--- config.mk ---
export PLATFORM = sky130hd
export DESIGN_NAME = mul_top
export DESIGN_NICKNAME = d
export VERILOG_FILES = /design/src/logic/mul_pkg.sv /design/src/logic/partial_product_gen.sv /design/src/logic/csa_layer.sv /design/src/logic/cla_adder.sv /design/src/logic/pipe_stage.sv /design/src/logic/mul_top.sv
export SDC_FILE = /design/constraint.sdc
export NUM_CORES = 1
export LEC_CHECK = 0
export BUFFER_PORTS_ARGS = -buffer_cell sky130_fd_sc_hd__buf_2
export CAP_MARGIN = 20
export CORE_MARGIN = 4
export CORE_UTILIZATION = 57
export DETAILED_ROUTE_END_ITERATION = 10
export PLACE_DENSITY = 0.78
export SYNTH_ARGS = -nofsm -noshare
export SYNTH_HDL_FRONTEND = slang
export SYNTH_SLANG_ARGS = --single-unit
--- constraint.sdc ---
create_clock -name clk -period 4.06 [get_ports clk]
set_input_delay 0.609 -clock clk [delete_from_list [all_inputs] [get_ports clk]]
set_output_delay 0.609 -clock clk [all_outputs]
set_load 0.1 [all_outputs]
--- src/logic/mul_pkg.sv ---
`default_nettype none

package mul_pkg;

    localparam int op_width = 16;
    localparam int prod_width = 2 * op_width;

    // one partial product per multiplier bit
    localparam int n_pp_rows = op_width;

    // bits per lookahead group in the final adder
    localparam int cla_group = 4;

    // rows entering each csa level
    // last entry is what reaches the adder
    localparam int layer_rows [7] = '{n_pp_rows, 11, 8, 6, 4, 3, 2};

    // levels ahead of the first register
    localparam int pipe_level = 3;

    typedef logic [op_width-1:0] operand_t;
    typedef logic [prod_width-1:0] row_t;

    typedef row_t [n_pp_rows-1:0] pp_rows_t;

    // rows held between the two pipeline stages
    typedef row_t [layer_rows[pipe_level]-1:0] mid_rows_t;

    // 3:2 compression per group of three, leftovers pass through
    function automatic int csa_out_rows(input int n_in);
        int n_groups;
        int n_rem;
        n_groups = n_in / 3;
        n_rem = n_in % 3;
        return 2 * n_groups + n_rem;
    endfunction

endpackage

`default_nettype wire

--- src/logic/partial_product_gen.sv ---
`timescale 1ns/100ps
`default_nettype none

module partial_product_gen (
    input  mul_pkg::operand_t a,
    input  mul_pkg::operand_t b,
    output mul_pkg::pp_rows_t rows
);
    import mul_pkg::*;

    row_t a_ext;

    // zero-extend once, shared by every row
    assign a_ext = row_t'(a);

    for (genvar i = 0; i < n_pp_rows; i++) begin : gen_row
        row_t masked;

        // a gated by multiplier bit i
        assign masked = a_ext & {prod_width{b[i]}};

        // weight 2^i
        assign rows[i] = masked << i;
    end

endmodule

`default_nettype wire

--- src/logic/csa_layer.sv ---
`timescale 1ns/100ps
`default_nettype none

module csa_layer #(
    parameter int n_in = 3
) (
    input  mul_pkg::row_t [n_in-1:0]                         rows_in,
    output mul_pkg::row_t [mul_pkg::csa_out_rows(n_in)-1:0] rows_out
);
    import mul_pkg::*;

    localparam int n_groups = n_in / 3;
    localparam int n_rem = n_in % 3;

    // full adders across each group of three rows
    for (genvar g = 0; g < n_groups; g++) begin : gen_group
        row_t x;
        row_t y;
        row_t z;
        row_t maj;

        assign x = rows_in[3*g];
        assign y = rows_in[3*g+1];
        assign z = rows_in[3*g+2];

        assign maj = (x & y) | (y & z) | (z & x);

        assign rows_out[2*g] = x ^ y ^ z;

        // carries land one column up, top bit falls off
        assign rows_out[2*g+1] = maj << 1;
    end

    // leftover rows go to the next level untouched
    for (genvar r = 0; r < n_rem; r++) begin : gen_pass
        assign rows_out[2*n_groups+r] = rows_in[3*n_groups+r];
    end

endmodule

`default_nettype wire

--- src/logic/cla_adder.sv ---
`timescale 1ns/100ps
`default_nettype none

module cla_adder (
    input  mul_pkg::row_t x,
    input  mul_pkg::row_t y,
    output mul_pkg::row_t sum
);
    import mul_pkg::*;

    localparam int n_groups = prod_width / cla_group;
    localparam int lw = (n_groups > cla_group) ? n_groups : cla_group;

    row_t g;
    row_t p;
    row_t c;

    logic [n_groups-1:0] grp_g;
    logic [n_groups-1:0] grp_p;
    logic [n_groups-1:0] grp_c;

    // carry into position n, flattened sum of products
    function automatic logic look_carry(
        input logic [lw-1:0] gv,
        input logic [lw-1:0] pv,
        input logic          cin,
        input int            n
    );
        logic acc;
        logic term;
        acc = cin;
        for (int m = 0; m < n; m++) begin
            acc = acc & pv[m];
        end
        for (int j = 0; j < n; j++) begin
            term = gv[j];
            for (int m = j + 1; m < n; m++) begin
                term = term & pv[m];
            end
            acc = acc | term;
        end
        return acc;
    endfunction

    assign g = x & y;
    assign p = x ^ y;

    for (genvar k = 0; k < n_groups; k++) begin : gen_grp
        assign grp_g[k] = look_carry(lw'(g[k*cla_group +: cla_group]),
                                     lw'(p[k*cla_group +: cla_group]), 1'b0, cla_group);
        assign grp_p[k] = &p[k*cla_group +: cla_group];
    end

    // second level over the groups, no carry in
    always_comb begin
        for (int k = 0; k < n_groups; k++) begin
            grp_c[k] = look_carry(lw'(grp_g), lw'(grp_p), 1'b0, k);
        end
    end

    // carries inside each group from its group carry
    for (genvar k = 0; k < n_groups; k++) begin : gen_inner
        for (genvar b = 0; b < cla_group; b++) begin : gen_bit
            assign c[k*cla_group+b] = look_carry(lw'(g[k*cla_group +: cla_group]),
                                                 lw'(p[k*cla_group +: cla_group]),
                                                 grp_c[k], b);
        end
    end

    assign sum = p ^ c;

endmodule

`default_nettype wire

--- src/logic/pipe_stage.sv ---
`timescale 1ns/100ps
`default_nettype none

module pipe_stage #(
    parameter type payload_t = mul_pkg::row_t
) (
    input  logic     clk,
    input  logic     rst,
    input  logic     valid_in,
    input  payload_t data_in,
    output logic     valid_out,
    output payload_t data_out
);

    always_ff @(posedge clk) begin
        if (rst) begin
            valid_out <= 1'b0;
        end else begin
            valid_out <= valid_in;
        end
    end

    // payload holds between valid items
    always_ff @(posedge clk) begin
        if (valid_in) begin
            data_out <= data_in;
        end
    end

endmodule

`default_nettype wire

--- src/logic/mul_top.sv ---
`timescale 1ns/100ps
`default_nettype none

module mul_top (
    input  logic              clk,
    input  logic              rst,
    input  logic              in_valid,
    input  mul_pkg::operand_t a,
    input  mul_pkg::operand_t b,
    output logic              out_valid,
    output mul_pkg::row_t     product
);
    import mul_pkg::*;

    pp_rows_t                  pp_rows;
    row_t [layer_rows[1]-1:0] l1_rows;
    row_t [layer_rows[2]-1:0] l2_rows;
    mid_rows_t                 l3_rows;

    logic                      mid_valid;
    mid_rows_t                 mid_rows;

    row_t [layer_rows[4]-1:0] l4_rows;
    row_t [layer_rows[5]-1:0] l5_rows;
    row_t [layer_rows[6]-1:0] l6_rows;
    row_t                      sum;

    partial_product_gen pp_gen_i (
        .a    (a),
        .b    (b),
        .rows (pp_rows)
    );

    // 16 -> 11 -> 8 -> 6
    csa_layer #(.n_in(layer_rows[0])) layer_1_i (.rows_in(pp_rows), .rows_out(l1_rows));
    csa_layer #(.n_in(layer_rows[1])) layer_2_i (.rows_in(l1_rows), .rows_out(l2_rows));
    csa_layer #(.n_in(layer_rows[2])) layer_3_i (.rows_in(l2_rows), .rows_out(l3_rows));

    pipe_stage #(.payload_t(mid_rows_t)) mid_stage_i (
        .clk       (clk),
        .rst       (rst),
        .valid_in  (in_valid),
        .data_in   (l3_rows),
        .valid_out (mid_valid),
        .data_out  (mid_rows)
    );

    // 6 -> 4 -> 3 -> 2
    csa_layer #(.n_in(layer_rows[3])) layer_4_i (.rows_in(mid_rows), .rows_out(l4_rows));
    csa_layer #(.n_in(layer_rows[4])) layer_5_i (.rows_in(l4_rows), .rows_out(l5_rows));
    csa_layer #(.n_in(layer_rows[5])) layer_6_i (.rows_in(l5_rows), .rows_out(l6_rows));

    cla_adder cla_i (
        .x   (l6_rows[0]),
        .y   (l6_rows[1]),
        .sum (sum)
    );

    pipe_stage #(.payload_t(row_t)) out_stage_i (
        .clk       (clk),
        .rst       (rst),
        .valid_in  (mid_valid),
        .data_in   (sum),
        .valid_out (out_valid),
        .data_out  (product)
    );

endmodule

`default_nettype wire

# --- After elaboration in Yosys (flattened, before gate mapping) ---
# Index checks and enable logic that the tools add are counted.
word_totals:
  out_inout_bits: 33
  elab_cells: 306
  in_bits: 35
  regBits: 208
classes:
  n_bitwise: 291
  n_reduce_logical: 6
ops:
  columns: ["operator", "count"]
  rows:
  - ["31-bit AND", 43]
  - ["32-bit XOR", 30]
  - ["31-bit OR", 28]
  - ["1-bit AND", 87]
  - ["1-bit OR", 87]
  - ["16-bit by 32-bit AND with 32-bit output", 1]
  - ["16-bit by 31-bit AND with 31-bit output", 1]
  - ["16-bit by 30-bit AND with 30-bit output", 1]
  - ["16-bit by 29-bit AND with 29-bit output", 1]
  - ["16-bit by 28-bit AND with 28-bit output", 1]
  - ["16-bit by 27-bit AND with 27-bit output", 1]
  - ["16-bit by 26-bit AND with 26-bit output", 1]
  - ["16-bit by 25-bit AND with 25-bit output", 1]
  - ["16-bit by 24-bit AND with 24-bit output", 1]
  - ["4-bit AND reduction", 6]
  - ["16-bit by 23-bit AND with 23-bit output", 1]
  - ["16-bit by 22-bit AND with 22-bit output", 1]
  - ["16-bit by 21-bit AND with 21-bit output", 1]
  - ["16-bit by 20-bit AND with 20-bit output", 1]
  - ["16-bit by 19-bit AND with 19-bit output", 1]
  - ["16-bit by 18-bit AND with 18-bit output", 1]
  - ["16-bit by 17-bit AND with 17-bit output", 1]

# --- Logic depth before layout (Yosys ltp) ---
# Gate-level depths: netlist of the first run.
logic_depth:
  depth_word: 35
  depth_mapped: 18
  mapped_depth_nobuf: 18

# --- Modules after synthesis ---
# Synthesis of the first run repeated with hierarchy kept, for this count alone.
unflattened:
  hier_cells: 1586
  hier_area_um2: 22555.4
modules_own_cells:
  columns: ["module", "cells_per_inst", "area_per_inst_um2", "seq_area_each_um2", "n_inst"]
  rows:
  - ["pipe_stage at mid_stage_i", 194, 5799.3, 5785.5, 1]
  - ["partial_product_gen", 545, 3836.2, 0.0, 1]
  - ["csa_layer at layer_1_i", 198, 3503.4, 0.0, 1]
  - ["csa_layer at layer_2_i", 164, 2439.8, 0.0, 1]
  - ["csa_layer at layer_3_i", 131, 1788.0, 0.0, 1]
  - ["cla_adder", 153, 1335.0, 0.0, 1]
  - ["csa_layer at layer_4_i", 67, 1307.5, 0.0, 1]
  - ["pipe_stage at out_stage_i", 34, 994.7, 980.9, 1]
  - ["csa_layer at layer_5_i", 66, 895.9, 0.0, 1]
  - ["csa_layer at layer_6_i", 34, 655.6, 0.0, 1]

# --- Least setup slack after synthesis of the first run ---
# No wires, ideal clock.
synth_timing:
  path_kind: "reg2reg"
  start: "register mid_stage_i.data_out[117] (netlist name)"
  end: "register out_stage_i.data_out[31] (netlist name) (data pin)"
  synth_period_minus_slack_ns: 4.004
  required_ns: 3.802
  path_stages_with_launch: 17
  setup_ns: 0.258
  t_arrival_ns: 3.747
  path_buffers: 0
  slack_ns: 0.056
  path_cell_list: "edfxtp_1 > fa_1 > fa_1 > inv_1 > fa_1 > inv_1 > ha_1 > a21o_1 > a21o_2 > a21oi_1 > o21ai_0 > a21o_1 > ha_1 > o21a_1 > o21a_1 > nor2_1 > xnor2_1"
synth_between:
  elab_chain_len: 25
  elab_cells_between_ends: 54
  cone_classes: "bitwise (53); reduce/logical (1)"
synth_lines:
  columns: ["item", "line", "rtl"]
  rows:
  - ["start, declared", "pipe_stage.sv:12", "output payload_t data_out"]
  - ["start signal, assigned", "pipe_stage.sv:26", "data_out <= data_in;"]
  - ["32-bit XOR (2 in a row)", "csa_layer.sv:28", "assign rows_out[2*g] = x ^ y ^ z;"]
  - ["31-bit AND", "csa_layer.sv:26", "assign maj = (x & y) | (y & z) | (z & x);"]
  - ["31-bit OR (2 in a row)", "csa_layer.sv:26", null]
  - ["31-bit AND", "csa_layer.sv:26", null]
  - ["31-bit OR (2 in a row)", "csa_layer.sv:26", null]
  - ["32-bit XOR", "cla_adder.sv:46", "assign p = x ^ y;"]
  - ["4-bit AND reduction", "cla_adder.sv:51", "assign grp_p[k] = &p[k*cla_group +: cla_group];"]
  - ["1-bit AND (2 in a row)", "cla_adder.sv:38", "term = term & pv[m];"]
  - ["1-bit OR (4 in a row)", "cla_adder.sv:40", "acc = acc | term;"]
  - ["1-bit OR (*) (2 in a row)", "cla_adder.sv:40", null]
  - ["1-bit AND (*) (3 in a row)", "cla_adder.sv:33", "acc = acc & pv[m];"]
  - ["1-bit OR (*) (3 in a row)", "cla_adder.sv:40", null]
  - ["32-bit XOR (*)", "cla_adder.sv:70", "assign sum = p ^ c;"]
  - ["named net cla_i.sum[31]", "cla_adder.sv:7", "output mul_pkg::row_t sum"]
  - ["end signal, assigned", "pipe_stage.sv:26", null]
  - ["end, declared", "pipe_stage.sv:12", null]
# Mark *: on every way through the listed nets, which the timed path passes. The rest lies on a longest branch.
# A chain may end at the register's enable or synchronous reset.

# --- Worst setup path in the final report of the first run ---
layout_timing:
  start: "register mid_stage_i.data_out[120] (netlist name)"
  end: "register out_stage_i.data_out[31] (netlist name) (data pin)"
layout_between:
  elab_chain_len: 24
  elab_cells_between_ends: 49
  cone_classes: "bitwise (48); reduce/logical (1)"
layout_lines:
  columns: ["item", "line"]
  rows:
  - ["32-bit XOR (2 in a row)", "csa_layer.sv:28"]
  - ["31-bit AND", "csa_layer.sv:26"]
  - ["31-bit OR (2 in a row)", "csa_layer.sv:26"]
  - ["31-bit AND", "csa_layer.sv:26"]
  - ["31-bit OR (2 in a row)", "csa_layer.sv:26"]
  - ["32-bit XOR", "cla_adder.sv:46"]
  - ["4-bit AND reduction", "cla_adder.sv:51"]
  - ["1-bit AND", "cla_adder.sv:38"]
  - ["1-bit OR (5 in a row)", "cla_adder.sv:40"]
  - ["1-bit OR (*)", "cla_adder.sv:40"]
  - ["1-bit AND (*) (3 in a row)", "cla_adder.sv:33"]
  - ["1-bit OR (*) (3 in a row)", "cla_adder.sv:40"]
  - ["32-bit XOR (*)", "cla_adder.sv:70"]
  - ["named net cla_i.sum[31]", "cla_adder.sv:7"]
# Marks and branches as above.

==> flow_metrics.tcl, run 1 <==
set metrics [dict create \
    hold_buffers 0 \
    relSlewSlack_pct 42.5 \
    ys_ff_latch 150 \
    setup_ws_ns -0.0724 \
    period_needed_ns 4.13 \
    hold_violations 0 \
    htreeDepth 4 \
    rows 54 \
    core-area_sq_um 21900 \
    wl_per_cell_um 18.5 \
    fin_crit_sh_pct 102 \
    path_buf_inv 2 \
    grt_max_degree 69 \
    hp-class "in2reg" \
    finalNonFillerCells 1435 \
    grt_pass1_wl_mm 43.4 \
    dp.cells 1400 \
    drive_above_1_share_pct 12.2 \
    fmax_ghz 0.242 \
    clockBufferDepth 2 \
    start_kind "flop" \
    post-dp-hpwl_mm 19.5 \
    cpLargestDelayFamily "adder cells" \
    cp.required_ns 4.24 \
    finalSetupViolCount 2 \
    cts_buffers 17 \
    min_from "rst" \
    first_iter_violations 528 \
    avgSynthCellArea_sq_um 11.8 \
    globalRouteOverflowTotal 0 \
    via_per_inst 5.27 \
    die_w_um 157 \
    cp-startpoint "mid_stage_i.data_out[120]" \
    dr.pass1.iters 5 \
    synthArstFlopShare_pct 0 \
    clock_latency_ns 0.43 \
    cp.arrival_ns 4.31 \
    max_stage_delay_ns 0.55 \
    synth_area_sq_um 12700 \
    worstPathMaxFanout 2 \
    maxCapViolations 0 \
    critPathCaptureType "flop" \
    grt_setup_unrepaired "true" \
    grt_pass1_vias 8253 \
    ys.warnings.count 0 \
    critPathKind "reg2reg" \
    antenna_found_initial 0 \
    r2r_start "mid_stage_i.data_out[120]" \
    synthToLayoutAreaGrowth_pct 10.9 \
    synth_seq_area_share_pct 35.3 \
    violations "negative setup slack" \
    cts_root_buf "clkbuf_16" \
    gp_congestion 0.855 \
    synth_cell_types 28 \
    critical_path.slowest_cell "fa_1" \
    crit_chain "fa_1, inv_1, fa_1, fa_1, inv_1, ha_1, a21o_1, a21o_1, a21oi_1, o21ai_1, a21o_1, ha_2, o21a_1, o21a_1, nor2_1, xnor2_1" \
    drv_slew 0 \
    routed_wl_mm 26.6 \
    io_buffer_count 67 \
    synth_nets 1398 \
    antenna_cells 0 \
    syn_inst 1073 \
    status "finished, violations left" \
    synth_edf_count 148 \
    clk_pin_slew_ns 0.07 \
    cts_tree "yes" \
    finish.utilization_pct 64.4 \
    start_util_pct 58.1 \
    dieHeight_um 157 \
    via_count 7562 \
    grt_usage_pct 23.1 \
    die_area_sq_um 24800 \
    boundaryPins 68 \
    layout.nets 1467 \
    finClkSkew_ns 0.00986 \
    cts_sinks 150 \
    synthFlopType "edfxtp_1" \
    fill_cells 1637 \
    worst_pin_slew_ns 0.863 \
    drc 0 \
    ant_nets 0 \
]
[area by class of cell]
cell class | count | area [sq um] | share of cell area [%]
well taps | 280 | 350 | 2.48
repair buffers | 82 | 454 | 3.22
multi-input cells | 626 | 7200 | 51.1
flip-flops and latches | 150 | 4480 | 31.8
clock buffers | 17 | 425 | 3.02
clock inverters | 15 | 188 | 1.33
inverters | 265 | 995 | 7.06
[stage by stage]
step	setup WS [ns]	cell area, sq um	hold slack, ns	setup TNS, ns
detailed placement	-0.113	13400	0.415	-0.292
floorplan	0.0556	12700	0.400	0
global route	-0.184	14100	0.341	-0.669
global placement	-0.00196	13400	0.403	-0.00196
finish	-0.0724	14100	0.342	-0.108
CTS	-0.0764	14000	0.336	-0.131
[cell usage in the layout, fill, tap and decap left out, types with 2 or more instances in the layout]
cell and instances:
nor2b_1 2, clkinvlp_4 4, fa_1 204, a21oi_2 2, clkbuf_16 17, ha_1 76, buf_2 66, and2_1 177
bufinv_16 3, buf_4 15, inv_1 258, a21oi_1 6, o21ai_1 2, inv_2 7, dfxtp_1 2, nand4_1 3
nor3_1 6, a21o_2 2, a21o_1 6, inv_6 6, ha_4 4, nor2_2 3, ha_2 4, edfxtp_1 148
o21a_1 13, xor2_1 6, xnor2_1 6, nor2_1 10, fa_2 2, nand2_1 81
[metal layers]
| metal | track usage (%) | part of all wire (%) | vias up | wire [um] |
|---|---|---|---|---|
| met4 | 5.98 | 1.7 | 0 | 443 |
| met3 | 5.20 | 7.3 | 44 | 1940 |
| met1 | 32.0 | 42 | 3882 | 11200 |
| met2 | 37.5 | 49 | 273 | 13000 |
| met5 | 0 | 0 | - | 0 |
| li1 | - | - | 3363 | - |
[final timing paths]
check                                           endpoint  cells past startpoint  slack, ns
worst min-delay path               out_stage_i.valid_out                      2       0.34
worst max-delay path            out_stage_i.data_out[31]                     16      -0.07
worst max register to register  out_stage_i.data_out[31]                     16      -0.07
worst min register to register   out_stage_i.data_out[3]                      0       0.43
[repair_timing]
action                                  CTS  global route
endpoints found under the setup margin    6            11
gates resized for setup                   9            18
pin swaps                                 6            18
buffers inserted                          1             2
endpoints found under the hold margin     0             0
[cells by family (layout without fill, tap and decap cells)]
family	count (synthesis)	count (layout)	synth area share, %
simple gates	286	286	12.2
fa+ha+maj	290	290	40.7
compound gates	38	38	2.23
flops	150	150	35.3
buf+inv	297	379	8.77
xor+xnor	12	12	0.827
[synth_stat cells (2+ instances only)]
cell	number	share of area (%)
nand2_1	81	2.4
and2_1	177	8.7
a21o_2	2	0.14
o21ai_0	3	0.12
edfxtp_1	148	35
nor2b_1	2	0.098
nor3_1	6	0.24
inv_1	265	7.8
fa_1	206	32
clkbuf_1	32	0.95
xnor2_1	6	0.41
a21oi_1	8	0.32
ha_1	84	8.3
o21a_1	13	0.77
nor2_1	13	0.38
xor2_1	6	0.41
nand3_1	2	0.079
a21o_1	6	0.35
nand4_1	3	0.15
dfxtp_1	2	0.32
[flip-flops by register name, indices dropped and copies added, names as in the netlist]
name	cells
mid_stage_i.data_out	116
out_stage_i.data_out	32
mid_stage_i.valid_out	1
out_stage_i.valid_out	1
Power of run 1 is left out: the tool's default activity adds up to more than one toggle a clock period on the data nets, which glitch-free logic cannot reach.
==> run 2, diff against run 1 <==
--- a/config.mk
+++ b/config.mk
@@ -5,8 +5,9 @@
 export SDC_FILE = /design/constraint.sdc
 export NUM_CORES = 1
 export LEC_CHECK = 0
+export ABC_AREA = 1
 export BUFFER_PORTS_ARGS = -buffer_cell sky130_fd_sc_hd__buf_2
-export CAP_MARGIN = 20
+export CAP_MARGIN = 10
 export CORE_MARGIN = 4
 export CORE_UTILIZATION = 57
 export DETAILED_ROUTE_END_ITERATION = 10
==> flow_metrics.tcl, run 2 <==
set metrics [dict create \
    relSlewSlack_pct 57.9 \
    globalRouteOverflowTotal 0 \
    antenna_found_initial 0 \
    synth_top_family_by_area "adder cells" \
    r2r_end "out_stage_i.data_out[31]" \
    grt_pass1_wl_mm 46.2 \
    drv_slew 0 \
    die_w_um 160 \
    via_per_inst 5.09 \
    yosys.area_share.simple_pct 9.23 \
    synthToLayoutAreaGrowth_pct 8.94 \
    routed_wl_mm 27.7 \
    min_to "out_stage_i.valid_out" \
    cts_buffers 17 \
    drc 0 \
    ff2ff_setup_slack_ns 0.12 \
    synth_top_area_share_pct 34.0 \
    finClkSkew_ns 0.0104 \
    dr.pass1.iters 5 \
    synth_cell_types 24 \
    synthFlopType "edfxtp_1" \
    critical_path.slowest_cell "fa_2" \
    comb_power_share_pct 65.5 \
    via_count 8274 \
    maxCapViolations 0 \
    critPathCaptureType "flop" \
    grt_setup_unrepaired "true" \
    dieHeight_um 160 \
    fmax_ghz 0.254 \
    hold_depth 2 \
    core-area_sq_um 22600 \
    period_needed_ns 3.94 \
    worst_pin_slew_ns 0.631 \
    finish.utilization_pct 63.0 \
    vdd_drop_max_v 0.000575 \
    hp-class "in2reg" \
    cpMostUsedCell "nand2_2" \
    post-dp-hpwl_mm 20.5 \
    final_cell_mix "450 x inv_1, 282 x nand2_1, 205 x fa_1" \
    synth_area_sq_um 13100 \
    grt_usage_pct 23.2 \
    cts_sinks 150 \
    top_register "mid_stage_i.data_out" \
    p_int_mw 6.47 \
    clock_latency_ns 0.43 \
    rows 55 \
    synthTopCellsByCount "452 x inv_1, 289 x nand2_1, 206 x fa_1, 148 x edfxtp_1, 84 x ha_1" \
    ant_nets 0 \
    clockBufferDepth 2 \
    wl_per_cell_um 17.1 \
    hold_violations 0 \
    status "complete, no violations" \
    r2r_start "mid_stage_i.data_out[175]" \
    synth_compound_area_share_pct 0.679 \
    synth_fa_ha_area_share_pct 39.6 \
    total_power_mw 12.2 \
    switching_share_pct 47.0 \
    synthArstFlopShare_pct 0 \
    crit_chain "fa_1, inv_2, fa_1, inv_2, fa_2, ha_4, nand2_2, nor2_2, nand4_1, nand2_1, nor2_2, nand3_2, nand2_2, nand2_4, ha_4, o21ai_2, nand2_2, a21oi_2, xnor2_1" \
    ys.warnings.count 0 \
    p_leak_nw 7.88 \
    switchingPower_mw 5.75 \
    htreeDepth 4 \
    synth.largest_area_cell "edfxtp_1" \
    fin_crit_sh_pct 97.0 \
    pwr-share-clk_pct 12.2 \
    ys_ff_latch 150 \
    antenna_cells 0 \
    min_from "rst" \
    max_stage_delay_ns 0.60 \
    syn_inst 1301 \
    synth.most_common_cell "inv_1" \
    synthMuxAreaShare_pct 0 \
    grt_pass1_vias 9022 \
    r2r_cells 19 \
    cts_tree "yes" \
    finalSetupViolCount 0 \
    die_area_sq_um 25400 \
    avgSynthCellArea_sq_um 10.1 \
    first_iter_violations 735 \
    cp.arrival_ns 4.12 \
    layout.nets 1652 \
    synth_xor_area_share_pct 1.21 \
    final_common_cell "inv_1" \
    largest_reg_flops 116 \
    synth_seq_area_share_pct 34.3 \
    clk_pin_slew_ns 0.06 \
    synth_nets 1626 \
    synth_edf_count 148 \
    synth_area_leaders "edfxtp_1 34%, fa_1 32%, inv_1 13%, nand2_1 8.3%, ha_1 8.0%" \
    layout_top_registers "mid_stage_i.data_out (116), out_stage_i.data_out (32)" \
    p_per_area_nw_per_um2 858 \
    io_buffer_count 67 \
    drive_above_1_share_pct 9.78 \
    seqPwrFrac_pct 22.3 \
    critPathKind "reg2reg" \
    worstPathMaxFanout 3 \
    grt_max_degree 72 \
    cts_root_buf "clkbuf_16" \
    cp.required_ns 4.25 \
    boundaryPins 68 \
    gp_congestion 0.845 \
    start_util_pct 57.8 \
    start_kind "flop" \
]
-- run 2: changes by cell type after synthesis, sizes merged, moves of 2 or more --
cell and change:
nand2 +207, inv +187, and2 -177, buf +26, o21a -13, a21o -8, xor2 +7, clkbuf +6
nor3 -5, a21oi +4, nand3 +3, nor2 -2, nor2b -2
-- run 2: area by class of cell --
type / count / area, sq um
clock buffers: 17 / 425
clock inverters: 14 / 125
fillers: 1683 / 8390
inverters: 452 / 1700
multi-input cells: 635 / 6780
flip-flops and latches: 150 / 4480
well taps: 285 / 357
repair buffers: 71 / 380
-- run 2: logic make-up (layout without fill, tap and decap cells) --
family	count (synthesis)	count (layout)
adder cells (fa/ha/maj)	290	290
flip-flops	150	150
AND/OR/NAND/NOR	311	311
XOR/XNOR	18	18
AO/OA/AOI/OAI	16	16
buffers and inverters	516	554
-- run 2: per-stage QoR --
stage	hold WS [ns]	worst slack, ns	setup TNS, ns	std cells	instance area, sq um
global placement	0.403	0.107	0	1593	13500
floorplan	0.400	0.207	0	1301	13100
detailed placement	0.410	0.00405	0	1593	13500
finish	0.347	0.122	0	1624	14300
CTS	0.335	0.00229	0	1624	14100
global route	0.344	-0.0592	-0.101	1624	14300
-- run 2: worst max-delay path, delay by kind of cell (launching register included) --
| kind | cells | cell delay (ns) |
|---|---|---|
| compound gates | 2 | 0.27 |
| xor+xnor | 1 | 0.07 |
| fa+ha+maj | 5 | 2.10 |
| buf+inv | 2 | 0.08 |
| flops | 1 | 0.41 |
| simple gates | 9 | 0.76 |
-- run 2: timing repair --
item	in CTS	in global routing
pin swaps	0	17
endpoints found under the hold margin	0	0
cloned	0	0
setup buffers	0	0
hold buffers	0	0
gates resized for setup	2	25
endpoints found under the setup margin	1	7
-- run 2: layer usage --
layer	GRT usage [%]	routed length, um	vias to the layer above
li1	-	-	3719
met1	31.9	11500	4152
met2	37.0	13300	355
met3	5.18	2360	48
met4	8.05	569	0
met5	0	0	-
-- run 2: power groups by stage --
stage	Combinational, mW	Clock [mW]	Sequential (mW)
4_1_cts	7.30	1.51	2.73
3_5_place_dp	7.19	0	2.76
3_3_place_gp	6.84	0	2.75
6_report	8.00	1.50	2.72
5_1_grt	8.99	1.59	2.76
2_1_floorplan	4.48	0	3.74
-- run 2: how the worst max path moves through the flow --
stage                               end  slack [ns]  cells past startpoint                 startpoint
5_1_grt        out_stage_i.data_out[31]       -0.06                     19  mid_stage_i.data_out[175]
2_1_floorplan  out_stage_i.data_out[31]        0.21                     17  mid_stage_i.data_out[117]
3_5_place_dp   out_stage_i.data_out[31]       0.004                     17  mid_stage_i.data_out[117]
4_1_cts        out_stage_i.data_out[31]       0.002                     19  mid_stage_i.data_out[111]
6_report       out_stage_i.data_out[31]        0.12                     19  mid_stage_i.data_out[175]
3_3_place_gp   out_stage_i.data_out[31]        0.11                     17  mid_stage_i.data_out[117]
(Power assumes the default switching activity.)
